<file path="src/verilog/rv_backend_params.svh">
`ifndef RV_BACKEND_PARAMS_SVH
`define RV_BACKEND_PARAMS_SVH

// Data path and address widths.
`define RV_XLEN         32
`define RV_REG_ADDR_W   5
`define RV_CSR_ADDR_W   12

// Byte lanes on the data bus.
`define RV_SEL_W        (`RV_XLEN / 8)

// ----------------------------------------
// Machine-mode CSR addresses
// ----------------------------------------
`define RV_CSR_MSTATUS  12'h300
`define RV_CSR_MTVEC    12'h305
`define RV_CSR_MSCRATCH 12'h340
`define RV_CSR_MEPC     12'h341
`define RV_CSR_MCAUSE   12'h342

`endif

</file>
<file path="src/verilog/rv_backend_pkg.sv">
`include "rv_backend_params.svh"

package rv_backend_pkg;

    // Memory action of one operation.
    // The encoding is fixed because the pattern file uses it directly.
    typedef enum logic [3:0] {
        MEM_NONE = 4'd0,
        MEM_LB   = 4'd1,
        MEM_LH   = 4'd2,
        MEM_LW   = 4'd3,
        MEM_LBU  = 4'd4,
        MEM_LHU  = 4'd5,
        MEM_SB   = 4'd6,
        MEM_SH   = 4'd7,
        MEM_SW   = 4'd8
    } mem_op_e;

    // Control change published at retirement.
    typedef enum logic [1:0] {
        REDIR_NONE      = 2'd0,
        REDIR_JUMP      = 2'd1,
        REDIR_EXCEPTION = 2'd2,
        REDIR_XRET      = 2'd3
    } redirect_e;

    // ----------------------------------------
    // Result handed from memory stage to writeback
    // ----------------------------------------
    typedef struct packed {
        logic                      rd_we;
        logic [`RV_REG_ADDR_W-1:0] rd;
        // ALU result, or the extended load data for loads.
        logic [`RV_XLEN-1:0]       result;
        logic                      csr_swap;
        logic [`RV_CSR_ADDR_W-1:0] csr_addr;
        logic [`RV_XLEN-1:0]       csr_wdata;
        redirect_e                 redirect;
        logic [`RV_XLEN-1:0]       target;
        logic                      brk;
    } stage_result_t;

endpackage

</file>
<file path="src/verilog/lsu_wbu_if.sv">
`timescale 1ns/1ps

// One retiring operation per valid cycle.
// Writeback never stalls, so there is no ready.
interface lsu_wbu_if;

    logic                         valid;
    rv_backend_pkg::stage_result_t result;

    modport lsu (
        output valid,
        output result
    );

    modport wbu (
        input valid,
        input result
    );

endinterface

</file>
<file path="src/verilog/csr_file.sv">
`timescale 1ns/1ps
`include "rv_backend_params.svh"

module csr_file (
    input  logic                        clock,
    input  logic                        reset,
    input  logic [`RV_CSR_ADDR_W-1:0]   addr_i,
    output logic [`RV_XLEN-1:0]         rdata_o,
    input  logic                        we_i,
    input  logic [`RV_XLEN-1:0]         wdata_i
);

    logic [`RV_XLEN-1:0] mstatus;
    logic [`RV_XLEN-1:0] mtvec;
    logic [`RV_XLEN-1:0] mscratch;
    logic [`RV_XLEN-1:0] mepc;
    logic [`RV_XLEN-1:0] mcause;

    // ----------------------------------------
    // Read decode
    // ----------------------------------------
    always_comb begin
        case (addr_i)
            `RV_CSR_MSTATUS:  rdata_o = mstatus;
            `RV_CSR_MTVEC:    rdata_o = mtvec;
            `RV_CSR_MSCRATCH: rdata_o = mscratch;
            `RV_CSR_MEPC:     rdata_o = mepc;
            `RV_CSR_MCAUSE:   rdata_o = mcause;
            default:          rdata_o = '0;
        endcase
    end

    // Writes to an unknown address are dropped.
    always_ff @(posedge clock) begin
        if (reset) begin
            mstatus  <= '0;
            mtvec    <= '0;
            mscratch <= '0;
            mepc     <= '0;
            mcause   <= '0;
        end else if (we_i) begin
            case (addr_i)
                `RV_CSR_MSTATUS:  mstatus  <= wdata_i;
                `RV_CSR_MTVEC:    mtvec    <= wdata_i;
                `RV_CSR_MSCRATCH: mscratch <= wdata_i;
                `RV_CSR_MEPC:     mepc     <= wdata_i;
                `RV_CSR_MCAUSE:   mcause   <= wdata_i;
                default:          ;
            endcase
        end
    end

endmodule

</file>
<file path="src/verilog/lsu.sv">
`timescale 1ns/1ps
`include "rv_backend_params.svh"

module lsu (
    input  logic                        clock,
    input  logic                        reset,
    input  logic                        ex_valid_i,
    output logic                        ex_ready_o,
    input  rv_backend_pkg::mem_op_e     ex_mem_op_i,
    input  logic [`RV_REG_ADDR_W-1:0]   ex_rd_i,
    input  logic                        ex_rd_we_i,
    input  logic [`RV_XLEN-1:0]         ex_result_i,
    input  logic [`RV_XLEN-1:0]         ex_store_data_i,
    input  logic                        ex_csr_swap_i,
    input  logic [`RV_CSR_ADDR_W-1:0]   ex_csr_addr_i,
    input  logic [`RV_XLEN-1:0]         ex_csr_wdata_i,
    input  rv_backend_pkg::redirect_e   ex_redirect_i,
    input  logic [`RV_XLEN-1:0]         ex_target_i,
    input  logic                        ex_break_i,
    output logic                        wb_cyc_o,
    output logic                        wb_stb_o,
    output logic                        wb_we_o,
    output logic [`RV_XLEN-3:0]         wb_adr_o,
    output logic [`RV_SEL_W-1:0]        wb_sel_o,
    output logic [`RV_XLEN-1:0]         wb_dat_o,
    input  logic [`RV_XLEN-1:0]         wb_dat_i,
    input  logic                        wb_ack_i,
    lsu_wbu_if.lsu                      out
);

    typedef enum logic {ST_IDLE, ST_WAIT} state_e;

    state_e                        state_q;
    rv_backend_pkg::stage_result_t in_result;
    rv_backend_pkg::stage_result_t pending_q;
    rv_backend_pkg::stage_result_t ack_result;
    rv_backend_pkg::mem_op_e       op_q;
    logic [1:0]                    off_q;
    logic                          accept;
    logic                          is_mem_in;
    logic                          is_store_in;
    logic [`RV_SEL_W-1:0]          sel_in;
    logic [`RV_XLEN-1:0]           dat_in;
    logic [7:0]                    lane_byte;
    logic [15:0]                   lane_half;
    logic [`RV_XLEN-1:0]           load_data;

    assign ex_ready_o  = (state_q == ST_IDLE);
    assign accept      = ex_valid_i && ex_ready_o;
    assign is_mem_in   = (ex_mem_op_i != rv_backend_pkg::MEM_NONE);
    assign is_store_in = (ex_mem_op_i == rv_backend_pkg::MEM_SB) ||
                         (ex_mem_op_i == rv_backend_pkg::MEM_SH) ||
                         (ex_mem_op_i == rv_backend_pkg::MEM_SW);

    // Stores never write a register.
    always_comb begin
        in_result.rd_we     = ex_rd_we_i && !is_store_in;
        in_result.rd        = ex_rd_i;
        in_result.result    = ex_result_i;
        in_result.csr_swap  = ex_csr_swap_i;
        in_result.csr_addr  = ex_csr_addr_i;
        in_result.csr_wdata = ex_csr_wdata_i;
        in_result.redirect  = ex_redirect_i;
        in_result.target    = ex_target_i;
        in_result.brk       = ex_break_i;
    end

    // ----------------------------------------
    // Byte lanes for the outgoing request
    // ----------------------------------------
    always_comb begin
        case (ex_mem_op_i)
            rv_backend_pkg::MEM_LB, rv_backend_pkg::MEM_LBU, rv_backend_pkg::MEM_SB: begin
                sel_in = 4'b0001 << ex_result_i[1:0];
                dat_in = {4{ex_store_data_i[7:0]}};
            end
            rv_backend_pkg::MEM_LH, rv_backend_pkg::MEM_LHU, rv_backend_pkg::MEM_SH: begin
                sel_in = 4'b0011 << {ex_result_i[1], 1'b0};
                dat_in = {2{ex_store_data_i[15:0]}};
            end
            default: begin
                sel_in = 4'b1111;
                dat_in = ex_store_data_i;
            end
        endcase
    end

    // Load alignment and extension, taken from the bus on the ack edge.
    always_comb begin
        lane_byte = wb_dat_i[8*off_q +: 8];
        lane_half = wb_dat_i[16*off_q[1] +: 16];
        ack_result = pending_q;
        case (op_q)
            rv_backend_pkg::MEM_LB:  load_data = {{(`RV_XLEN-8){lane_byte[7]}}, lane_byte};
            rv_backend_pkg::MEM_LBU: load_data = {{(`RV_XLEN-8){1'b0}}, lane_byte};
            rv_backend_pkg::MEM_LH:  load_data = {{(`RV_XLEN-16){lane_half[15]}}, lane_half};
            rv_backend_pkg::MEM_LHU: load_data = {{(`RV_XLEN-16){1'b0}}, lane_half};
            default:                 load_data = wb_dat_i;
        endcase
        if (!wb_we_o) begin
            ack_result.result = load_data;
        end
    end

    always_ff @(posedge clock) begin
        if (reset) begin
            state_q   <= ST_IDLE;
            wb_cyc_o  <= 1'b0;
            wb_stb_o  <= 1'b0;
            out.valid <= 1'b0;
        end else begin
            out.valid <= 1'b0;
            case (state_q)
                ST_IDLE: begin
                    if (accept && is_mem_in) begin
                        state_q  <= ST_WAIT;
                        wb_cyc_o <= 1'b1;
                        wb_stb_o <= 1'b1;
                    end else if (accept) begin
                        out.valid <= 1'b1;
                    end
                end
                default: begin
                    if (wb_ack_i) begin
                        state_q   <= ST_IDLE;
                        wb_cyc_o  <= 1'b0;
                        wb_stb_o  <= 1'b0;
                        out.valid <= 1'b1;
                    end
                end
            endcase
        end
    end

    always_ff @(posedge clock) begin
        if (accept) begin
            pending_q <= in_result;
            op_q      <= ex_mem_op_i;
            off_q     <= ex_result_i[1:0];
            wb_we_o   <= is_store_in;
            wb_adr_o  <= ex_result_i[`RV_XLEN-1:2];
            wb_sel_o  <= sel_in;
            wb_dat_o  <= dat_in;
        end
        if (accept && !is_mem_in) begin
            out.result <= in_result;
        end else if (state_q == ST_WAIT && wb_ack_i) begin
            out.result <= ack_result;
        end
    end

    stb_needs_cyc: assert property (@(posedge clock) disable iff (reset)
        wb_stb_o |-> wb_cyc_o);

    // A request is held unchanged until the slave acknowledges it.
    stb_held_stable: assert property (@(posedge clock) disable iff (reset)
        wb_stb_o && !wb_ack_i |=> wb_stb_o && $stable(wb_adr_o) && $stable(wb_sel_o)
            && $stable(wb_we_o) && $stable(wb_dat_o));

endmodule

</file>
<file path="src/verilog/reg_file.sv">
`timescale 1ns/1ps
`include "rv_backend_params.svh"

module reg_file (
    input  logic                        clock,
    input  logic                        reset,
    input  logic                        we_i,
    input  logic [`RV_REG_ADDR_W-1:0]   waddr_i,
    input  logic [`RV_XLEN-1:0]         wdata_i,
    input  logic [`RV_REG_ADDR_W-1:0]   raddr1_i,
    input  logic [`RV_REG_ADDR_W-1:0]   raddr2_i,
    output logic [`RV_XLEN-1:0]         rdata1_o,
    output logic [`RV_XLEN-1:0]         rdata2_o
);

    // x0 has no storage.
    logic [`RV_XLEN-1:0] regs [1:31];

    always_ff @(posedge clock) begin
        if (reset) begin
            for (int i = 1; i < 32; i++) begin
                regs[i] <= '0;
            end
        end else if (we_i && (waddr_i != '0)) begin
            regs[waddr_i] <= wdata_i;
        end
    end

    // Reads are combinational, so a written value shows after the write edge.
    assign rdata1_o = (raddr1_i == '0) ? '0 : regs[raddr1_i];
    assign rdata2_o = (raddr2_i == '0) ? '0 : regs[raddr2_i];

endmodule

</file>
<file path="src/verilog/rv_backend.sv">
`timescale 1ns/1ps
`include "rv_backend_params.svh"

module rv_backend (
    input  logic                        clock,
    input  logic                        reset,
    input  logic                        ex_valid_i,
    output logic                        ex_ready_o,
    input  rv_backend_pkg::mem_op_e     ex_mem_op_i,
    input  logic [`RV_REG_ADDR_W-1:0]   ex_rd_i,
    input  logic                        ex_rd_we_i,
    input  logic [`RV_XLEN-1:0]         ex_result_i,
    input  logic [`RV_XLEN-1:0]         ex_store_data_i,
    input  logic                        ex_csr_swap_i,
    input  logic [`RV_CSR_ADDR_W-1:0]   ex_csr_addr_i,
    input  logic [`RV_XLEN-1:0]         ex_csr_wdata_i,
    input  rv_backend_pkg::redirect_e   ex_redirect_i,
    input  logic [`RV_XLEN-1:0]         ex_target_i,
    input  logic                        ex_break_i,
    output logic                        wb_cyc_o,
    output logic                        wb_stb_o,
    output logic                        wb_we_o,
    output logic [`RV_XLEN-3:0]         wb_adr_o,
    output logic [`RV_SEL_W-1:0]        wb_sel_o,
    output logic [`RV_XLEN-1:0]         wb_dat_o,
    input  logic [`RV_XLEN-1:0]         wb_dat_i,
    input  logic                        wb_ack_i,
    input  logic [`RV_REG_ADDR_W-1:0]   rs1_addr_i,
    input  logic [`RV_REG_ADDR_W-1:0]   rs2_addr_i,
    output logic [`RV_XLEN-1:0]         rs1_data_o,
    output logic [`RV_XLEN-1:0]         rs2_data_o,
    output logic                        retire_o,
    output logic                        redirect_valid_o,
    output rv_backend_pkg::redirect_e   redirect_kind_o,
    output logic [`RV_XLEN-1:0]         redirect_target_o,
    output logic                        halt_o
);

    logic                        rf_we;
    logic [`RV_REG_ADDR_W-1:0]   rf_rd;
    logic [`RV_XLEN-1:0]         rf_wdata;
    logic [`RV_CSR_ADDR_W-1:0]   csr_addr;
    logic                        csr_we;
    logic [`RV_XLEN-1:0]         csr_wdata;
    logic [`RV_XLEN-1:0]         csr_rdata;

    lsu_wbu_if lsu_wbu ();

    // ----------------------------------------
    // Pipeline stages
    // ----------------------------------------
    lsu i_lsu (
        .clock           (clock),
        .reset           (reset),
        .ex_valid_i      (ex_valid_i),
        .ex_ready_o      (ex_ready_o),
        .ex_mem_op_i     (ex_mem_op_i),
        .ex_rd_i         (ex_rd_i),
        .ex_rd_we_i      (ex_rd_we_i),
        .ex_result_i     (ex_result_i),
        .ex_store_data_i (ex_store_data_i),
        .ex_csr_swap_i   (ex_csr_swap_i),
        .ex_csr_addr_i   (ex_csr_addr_i),
        .ex_csr_wdata_i  (ex_csr_wdata_i),
        .ex_redirect_i   (ex_redirect_i),
        .ex_target_i     (ex_target_i),
        .ex_break_i      (ex_break_i),
        .wb_cyc_o        (wb_cyc_o),
        .wb_stb_o        (wb_stb_o),
        .wb_we_o         (wb_we_o),
        .wb_adr_o        (wb_adr_o),
        .wb_sel_o        (wb_sel_o),
        .wb_dat_o        (wb_dat_o),
        .wb_dat_i        (wb_dat_i),
        .wb_ack_i        (wb_ack_i),
        .out             (lsu_wbu)
    );

    wbu i_wbu (
        .clock             (clock),
        .reset             (reset),
        .in                (lsu_wbu),
        .rf_we_o           (rf_we),
        .rf_rd_o           (rf_rd),
        .rf_wdata_o        (rf_wdata),
        .csr_addr_o        (csr_addr),
        .csr_we_o          (csr_we),
        .csr_wdata_o       (csr_wdata),
        .csr_rdata_i       (csr_rdata),
        .retire_o          (retire_o),
        .redirect_valid_o  (redirect_valid_o),
        .redirect_kind_o   (redirect_kind_o),
        .redirect_target_o (redirect_target_o),
        .halt_o            (halt_o)
    );

    // ----------------------------------------
    // Architectural state
    // ----------------------------------------
    reg_file i_reg_file (
        .clock    (clock),
        .reset    (reset),
        .we_i     (rf_we),
        .waddr_i  (rf_rd),
        .wdata_i  (rf_wdata),
        .raddr1_i (rs1_addr_i),
        .raddr2_i (rs2_addr_i),
        .rdata1_o (rs1_data_o),
        .rdata2_o (rs2_data_o)
    );

    csr_file i_csr_file (
        .clock   (clock),
        .reset   (reset),
        .addr_i  (csr_addr),
        .rdata_o (csr_rdata),
        .we_i    (csr_we),
        .wdata_i (csr_wdata)
    );

endmodule

</file>
<file path="src/verilog/wbu.sv">
`timescale 1ns/1ps
`include "rv_backend_params.svh"

module wbu (
    input  logic                        clock,
    input  logic                        reset,
    lsu_wbu_if.wbu                      in,
    output logic                        rf_we_o,
    output logic [`RV_REG_ADDR_W-1:0]   rf_rd_o,
    output logic [`RV_XLEN-1:0]         rf_wdata_o,
    output logic [`RV_CSR_ADDR_W-1:0]   csr_addr_o,
    output logic                        csr_we_o,
    output logic [`RV_XLEN-1:0]         csr_wdata_o,
    input  logic [`RV_XLEN-1:0]         csr_rdata_i,
    output logic                        retire_o,
    output logic                        redirect_valid_o,
    output rv_backend_pkg::redirect_e   redirect_kind_o,
    output logic [`RV_XLEN-1:0]         redirect_target_o,
    output logic                        halt_o
);

    rv_backend_pkg::stage_result_t held_q;
    logic                          retire_q;
    logic                          halt_q;

    always_ff @(posedge clock) begin
        if (reset) begin
            retire_q <= 1'b0;
            halt_q   <= 1'b0;
        end else begin
            retire_q <= in.valid;
            if (retire_q && held_q.brk) begin
                halt_q <= 1'b1;
            end
        end
    end

    always_ff @(posedge clock) begin
        if (in.valid) begin
            held_q <= in.result;
        end
    end

    // ----------------------------------------
    // Commit
    // ----------------------------------------
    assign retire_o = retire_q;
    assign rf_we_o  = retire_q && held_q.rd_we;
    assign rf_rd_o  = held_q.rd;

    // A swap hands the old CSR value to rd in the same edge the CSR takes the new one.
    assign rf_wdata_o  = held_q.csr_swap ? csr_rdata_i : held_q.result;
    assign csr_addr_o  = held_q.csr_addr;
    assign csr_we_o    = retire_q && held_q.csr_swap;
    assign csr_wdata_o = held_q.csr_wdata;

    assign redirect_valid_o  = retire_q && (held_q.redirect != rv_backend_pkg::REDIR_NONE);
    assign redirect_kind_o   = held_q.redirect;
    assign redirect_target_o = held_q.target;

    // Halt shows in the retiring cycle and then sticks.
    assign halt_o = halt_q || (retire_q && held_q.brk);

    // A write commits only for a result that arrived one cycle earlier and asked for it.
    we_only_on_retire: assert property (@(posedge clock) disable iff (reset)
        (rf_we_o || csr_we_o) |-> retire_o
            && $past(in.valid && (in.result.rd_we || in.result.csr_swap)));

endmodule
</file>
<file path="config.mk">
export PLATFORM = sky130hd
export DESIGN_NAME = rv_backend
export DESIGN_NICKNAME = d
export VERILOG_FILES = /design/src/verilog/rv_backend_pkg.sv /design/src/verilog/lsu_wbu_if.sv /design/src/verilog/csr_file.sv /design/src/verilog/lsu.sv /design/src/verilog/reg_file.sv /design/src/verilog/rv_backend.sv /design/src/verilog/wbu.sv
export VERILOG_INCLUDE_DIRS = /design/src /design/src/verilog
export SDC_FILE = /design/constraint.sdc
export NUM_CORES = 2
export LEC_CHECK = 0
export BUFFER_PORTS_ARGS = -buffer_cell sky130_fd_sc_hd__buf_2
export CAP_MARGIN = 40
export CORE_ASPECT_RATIO = 1.5
export CORE_MARGIN = 1.5
export CORE_UTILIZATION = 29
export DETAILED_ROUTE_END_ITERATION = 6
export GPL_TIMING_DRIVEN = 0
export PLACE_DENSITY_LB_ADDON = 0.12
export SLEW_MARGIN = 40
export SYNTH_ARGS = -nofsm -noshare
export SYNTH_HDL_FRONTEND = slang
export SYNTH_SLANG_ARGS = --single-unit
</file>
<file path="constraint.sdc">
create_clock -name clock -period 9.2 [get_ports clock]
set_input_delay 1.38 -clock clock [delete_from_list [all_inputs] [get_ports clock]]
set_output_delay 1.38 -clock clock [all_outputs]
set_load 0.02 [all_outputs]
</file>
==> impl_metrics.toml <==
[cells_and_area]
most-common-layout-cells = "sky130_fd_sc_hd__edfxtp_1, sky130_fd_sc_hd__a21oi_1, sky130_fd_sc_hd__mux4_2"
finalNetCount = 6546
multi_input_comb_area_um2 = 30100
layoutNonFillerInstCount = 10000
utilization_after_layout = 0.342
post_route_cells_drive_above_1_share = 0.305
regArea_um2 = 45900
filler_cell_count = 26600
final_cell_area_um2 = 92500
most_frequent_standard_cell_in_the_layout_excluding_fill_and_tap_cells = "sky130_fd_sc_hd__edfxtp_1"
areaGrowthSynthToFinish_pct = 17.6

[setup_path]
setup.worst_path.class = "in -> out"
rr_worst_depth = 5
critPathArrivalTime_ns = 5.55
worst-endpoint-required_ns = 7.82
crit_fanout = 10
setup.worst_path.start_class = "primary input"
critical_path.reg2reg.startpoint = "i_wbu.retire_o$_SDFF_PP0_"
reg2reg_setup_slack_ns = 5.52
category_of_the_worst_setup_path_capture_point = "primary output"
r2r_end = "i_reg_file.regs[15][24]$_SDFFCE_PN0P_"

[timing]
setup_viol = 0
remaining_max_slew_budget_at_the_tightest_pin = 0.358
rsz0062_at_grt = "false"
final_period_minus_worst_setup_slack_ns = 6.93
actual_slew_at_the_worst_max_slew_pin_ns = 0.958
finalMaxSlewViolations = 0
clock.fmax_mhz = 144
final.setup_skew_ns = 0.0770
fin_crit_sh = 0.753
postLayoutSetupSlackWorst_ns = 2.27
hold_violation_total_from_the_final_report = 0

[floorplan]
row_count = 234
top_level_ports = 371
die_area_um2 = 274000
die_height_um = 641
die_w_um = 428
start_util = 0.291
core_area_um2 = 270000

[place]
buffer_ports.inserted = 361
dp_worst_setup_slack_ns = 2.39
detailed_place_hpwl_um = 278000
placed_cells = 9706
globalplace.congestion = 0.966
placed_area_um2 = 87100

[global_routing]
grt_remaining_overflow = 0
initial_antenna_violation_count = 48
pin_count_of_the_biggest_net_entering_global_routing = 40
groute.usage.overall = 0.254
first_pass_grt_wire_length_um = 481000
via_count_of_the_first_global_routing_pass = 58400

[synthesis]
synth_edf_count = 1419
syn_avg_cell_area_um2 = 13.8
yosys_warnings = 0
synth_flop_cell = "sky130_fd_sc_hd__edfxtp_1"
synth.cell_area_um2 = 78600
synth.yosys.seq_area_share = 0.584
postSynthRegisterBits = 1584
syn_inst = 5708
synth_top_area_cell = "sky130_fd_sc_hd__edfxtp_1"
synthArstFlopShare = 0
synthTopCellsByArea = "sky130_fd_sc_hd__edfxtp_1, sky130_fd_sc_hd__mux4_2, sky130_fd_sc_hd__dfxtp_1"
synth_largest_type_area_fraction = 0.542
ys_types = 66

[clocking]
root_buffer = "sky130_fd_sc_hd__clkbuf_16"
number_of_buffers_inserted_by_hold_repair_at_cts = 0
cts_post_setup_buffers_inserted = 0
cts.path.max_buffers = 4
postCtsResizedCells = 0
cts_num_sinks = 1584
cts_h_tree_depth = 4
cts_made_buffers = 178
tritoncts = "built"
clk_latency_ns = 0.88
clkSlewWorstSetupHoldPaths_ns = 0.06

[route]
num_vias = 57100
drt_first_pass_iters = 6
drt-met1-wl_um = 121000
maxUsedRoutingLayer = "met5"
route.met3.wl_um = 23200
met2RoutedLength_um = 184000
route.antenna.remaining_nets = 0
post_drt_via_cell_ratio = 5.69
post_detailed_route_wirelength_per_cell_um = 35.6
drt_drc_violations_left = 0
drt-total-wl_um = 358000
first_iter_violations = 4869

[min_path]
whs_endpoint = "i_wbu.csr_wdata_o[2]$_DFFE_PP_"
hold_path.class = "reg -> reg"
min-delay-start = "i_lsu.out.result[37]$_DFFE_PP_"
instance_count_along_the_most_critical_hold_path = 0

[pwr]
power_leakage_nw = 30.4
vdd.ir_drop.worst_mv = 0.144
pwr_density_cell_nw_per_um2 = 181
power_mw = 16.8

[flow_run]
max_cap_viol_count = 0

[run_status]
result_of_the_run = "finished clean"
## flip-flops by register name (all words and copies together), names as in the netlist, 2 cells and up
| signal | count |
|---|---|
| i_csr_file.mtvec | 32 |
| i_wbu.redirect_kind_o | 2 |
| i_csr_file.mscratch | 32 |
| i_csr_file.mcause | 32 |
| i_lsu.op_q | 4 |
| i_lsu.ack_result | 86 |
| i_wbu.csr_addr_o | 12 |
| i_csr_file.mepc | 32 |
| i_wbu.held_q | 35 |
| i_wbu.csr_wdata_o | 32 |
| i_lsu.wb_dat_o | 32 |
| i_csr_file.mstatus | 32 |
| i_lsu.wb_sel_o | 4 |
| i_wbu.rf_rd_o | 5 |
| i_lsu.out.result | 118 |
| i_reg_file.regs | 1024 |
| i_wbu.redirect_target_o | 32 |
| i_lsu.pending_q | 31 |
## synthesized netlist by cell type (71+ instances only)
master / instances
sky130_fd_sc_hd__a21oi_1: 634
sky130_fd_sc_hd__nand2_1: 408
sky130_fd_sc_hd__a311oi_1: 71
sky130_fd_sc_hd__a211oi_1: 80
sky130_fd_sc_hd__nand3_1: 126
sky130_fd_sc_hd__mux2_2: 169
sky130_fd_sc_hd__a22oi_1: 74
sky130_fd_sc_hd__nor2b_1: 94
sky130_fd_sc_hd__o21ai_0: 216
sky130_fd_sc_hd__dfxtp_1: 165
sky130_fd_sc_hd__clkbuf_1: 508
sky130_fd_sc_hd__buf_2: 128
sky130_fd_sc_hd__a31oi_1: 432
sky130_fd_sc_hd__mux4_2: 514
sky130_fd_sc_hd__nand4_1: 77
sky130_fd_sc_hd__a21oi_2: 148
sky130_fd_sc_hd__edfxtp_1: 1419
## worst max path at each step
stage | cells after the start | slack, ns | startpoint | end
after CTS | 8 | 2.39 | rs1_addr_i[0] | rs1_data_o[27]
after global placement | 6 | -1.38 | ex_valid_i | i_lsu.out.result[82]$_DFFE_PP_
after detailed placement | 8 | 2.39 | rs1_addr_i[0] | rs1_data_o[27]
final | 9 | 2.27 | rs2_addr_i[1] | rs2_data_o[13]
after floorplan | 5 | 2.25 | ex_valid_i | i_lsu.out.result[89]$_DFFE_PP_
after global routing | 8 | 2.34 | rs1_addr_i[0] | rs1_data_o[27]
## cell families (layout without fill, tap and decap cells)
| kind of cell | count (synthesis) | count (layout) | share of synthesized area |
|---|---|---|---|
| AOI/OAI and AO/OA | 1794 | 1794 | 0.144 |
| DFF | 1584 | 1584 | 0.584 |
| and+or+nand+nor | 864 | 864 | 0.0547 |
| buffers and inverters | 764 | 1497 | 0.0442 |
| muxes | 700 | 700 | 0.174 |
| other | 1 | 53 | 0.0000477 |
| xor gates and xnor gates | 1 | 1 | 0.000111 |
## power by group
part	switching, mW	internal [mW]	leakage, nW	total [mW]
sequential	0.120	8.09	15.5	8.21
combinational	1.13	0.625	12.3	1.76
clock	3.07	3.73	2.57	6.80
## worst max-delay path, stage by stage
cell and delay [ns]:
sky130_fd_sc_hd__buf_2 0.25, sky130_fd_sc_hd__buf_4 0.42, sky130_fd_sc_hd__buf_2 0.69, sky130_fd_sc_hd__buf_2 0.68, sky130_fd_sc_hd__buf_2 0.52, sky130_fd_sc_hd__mux4_2 0.32, sky130_fd_sc_hd__a22oi_1 0.10, sky130_fd_sc_hd__a311oi_1 0.81
sky130_fd_sc_hd__buf_2 0.31
## metrics by stage
stage / hold slack (ns) / setup TNS [ns]
after floorplan: 0.400 / 0
after global placement: 0.401 / -132.50
after detailed placement: 0.405 / 0
after CTS: 0.382 / 0
after global routing: 0.401 / 0
final: 0.379 / 0
## layer usage
metal,up-vias,track usage
met4,26,0.175
li1,24200,-
met5,-,0
met3,838,0.0446
met2,2828,0.463
met1,29200,0.265
## layout make-up
class	instances	share of cell area
Antenna cell	21	0.000568
Buffer	741	0.0387
Clock buffer	235	0.0519
Clock inverter	71	0.00460
Inverter	23	0.000934
Multi-Input combinational cell	3391	0.325
Sequential cell	1584	0.497
Tap cell	3540	0.0479
Timing Repair Buffer	427	0.0334
Power figures use the tool's default switching activity.
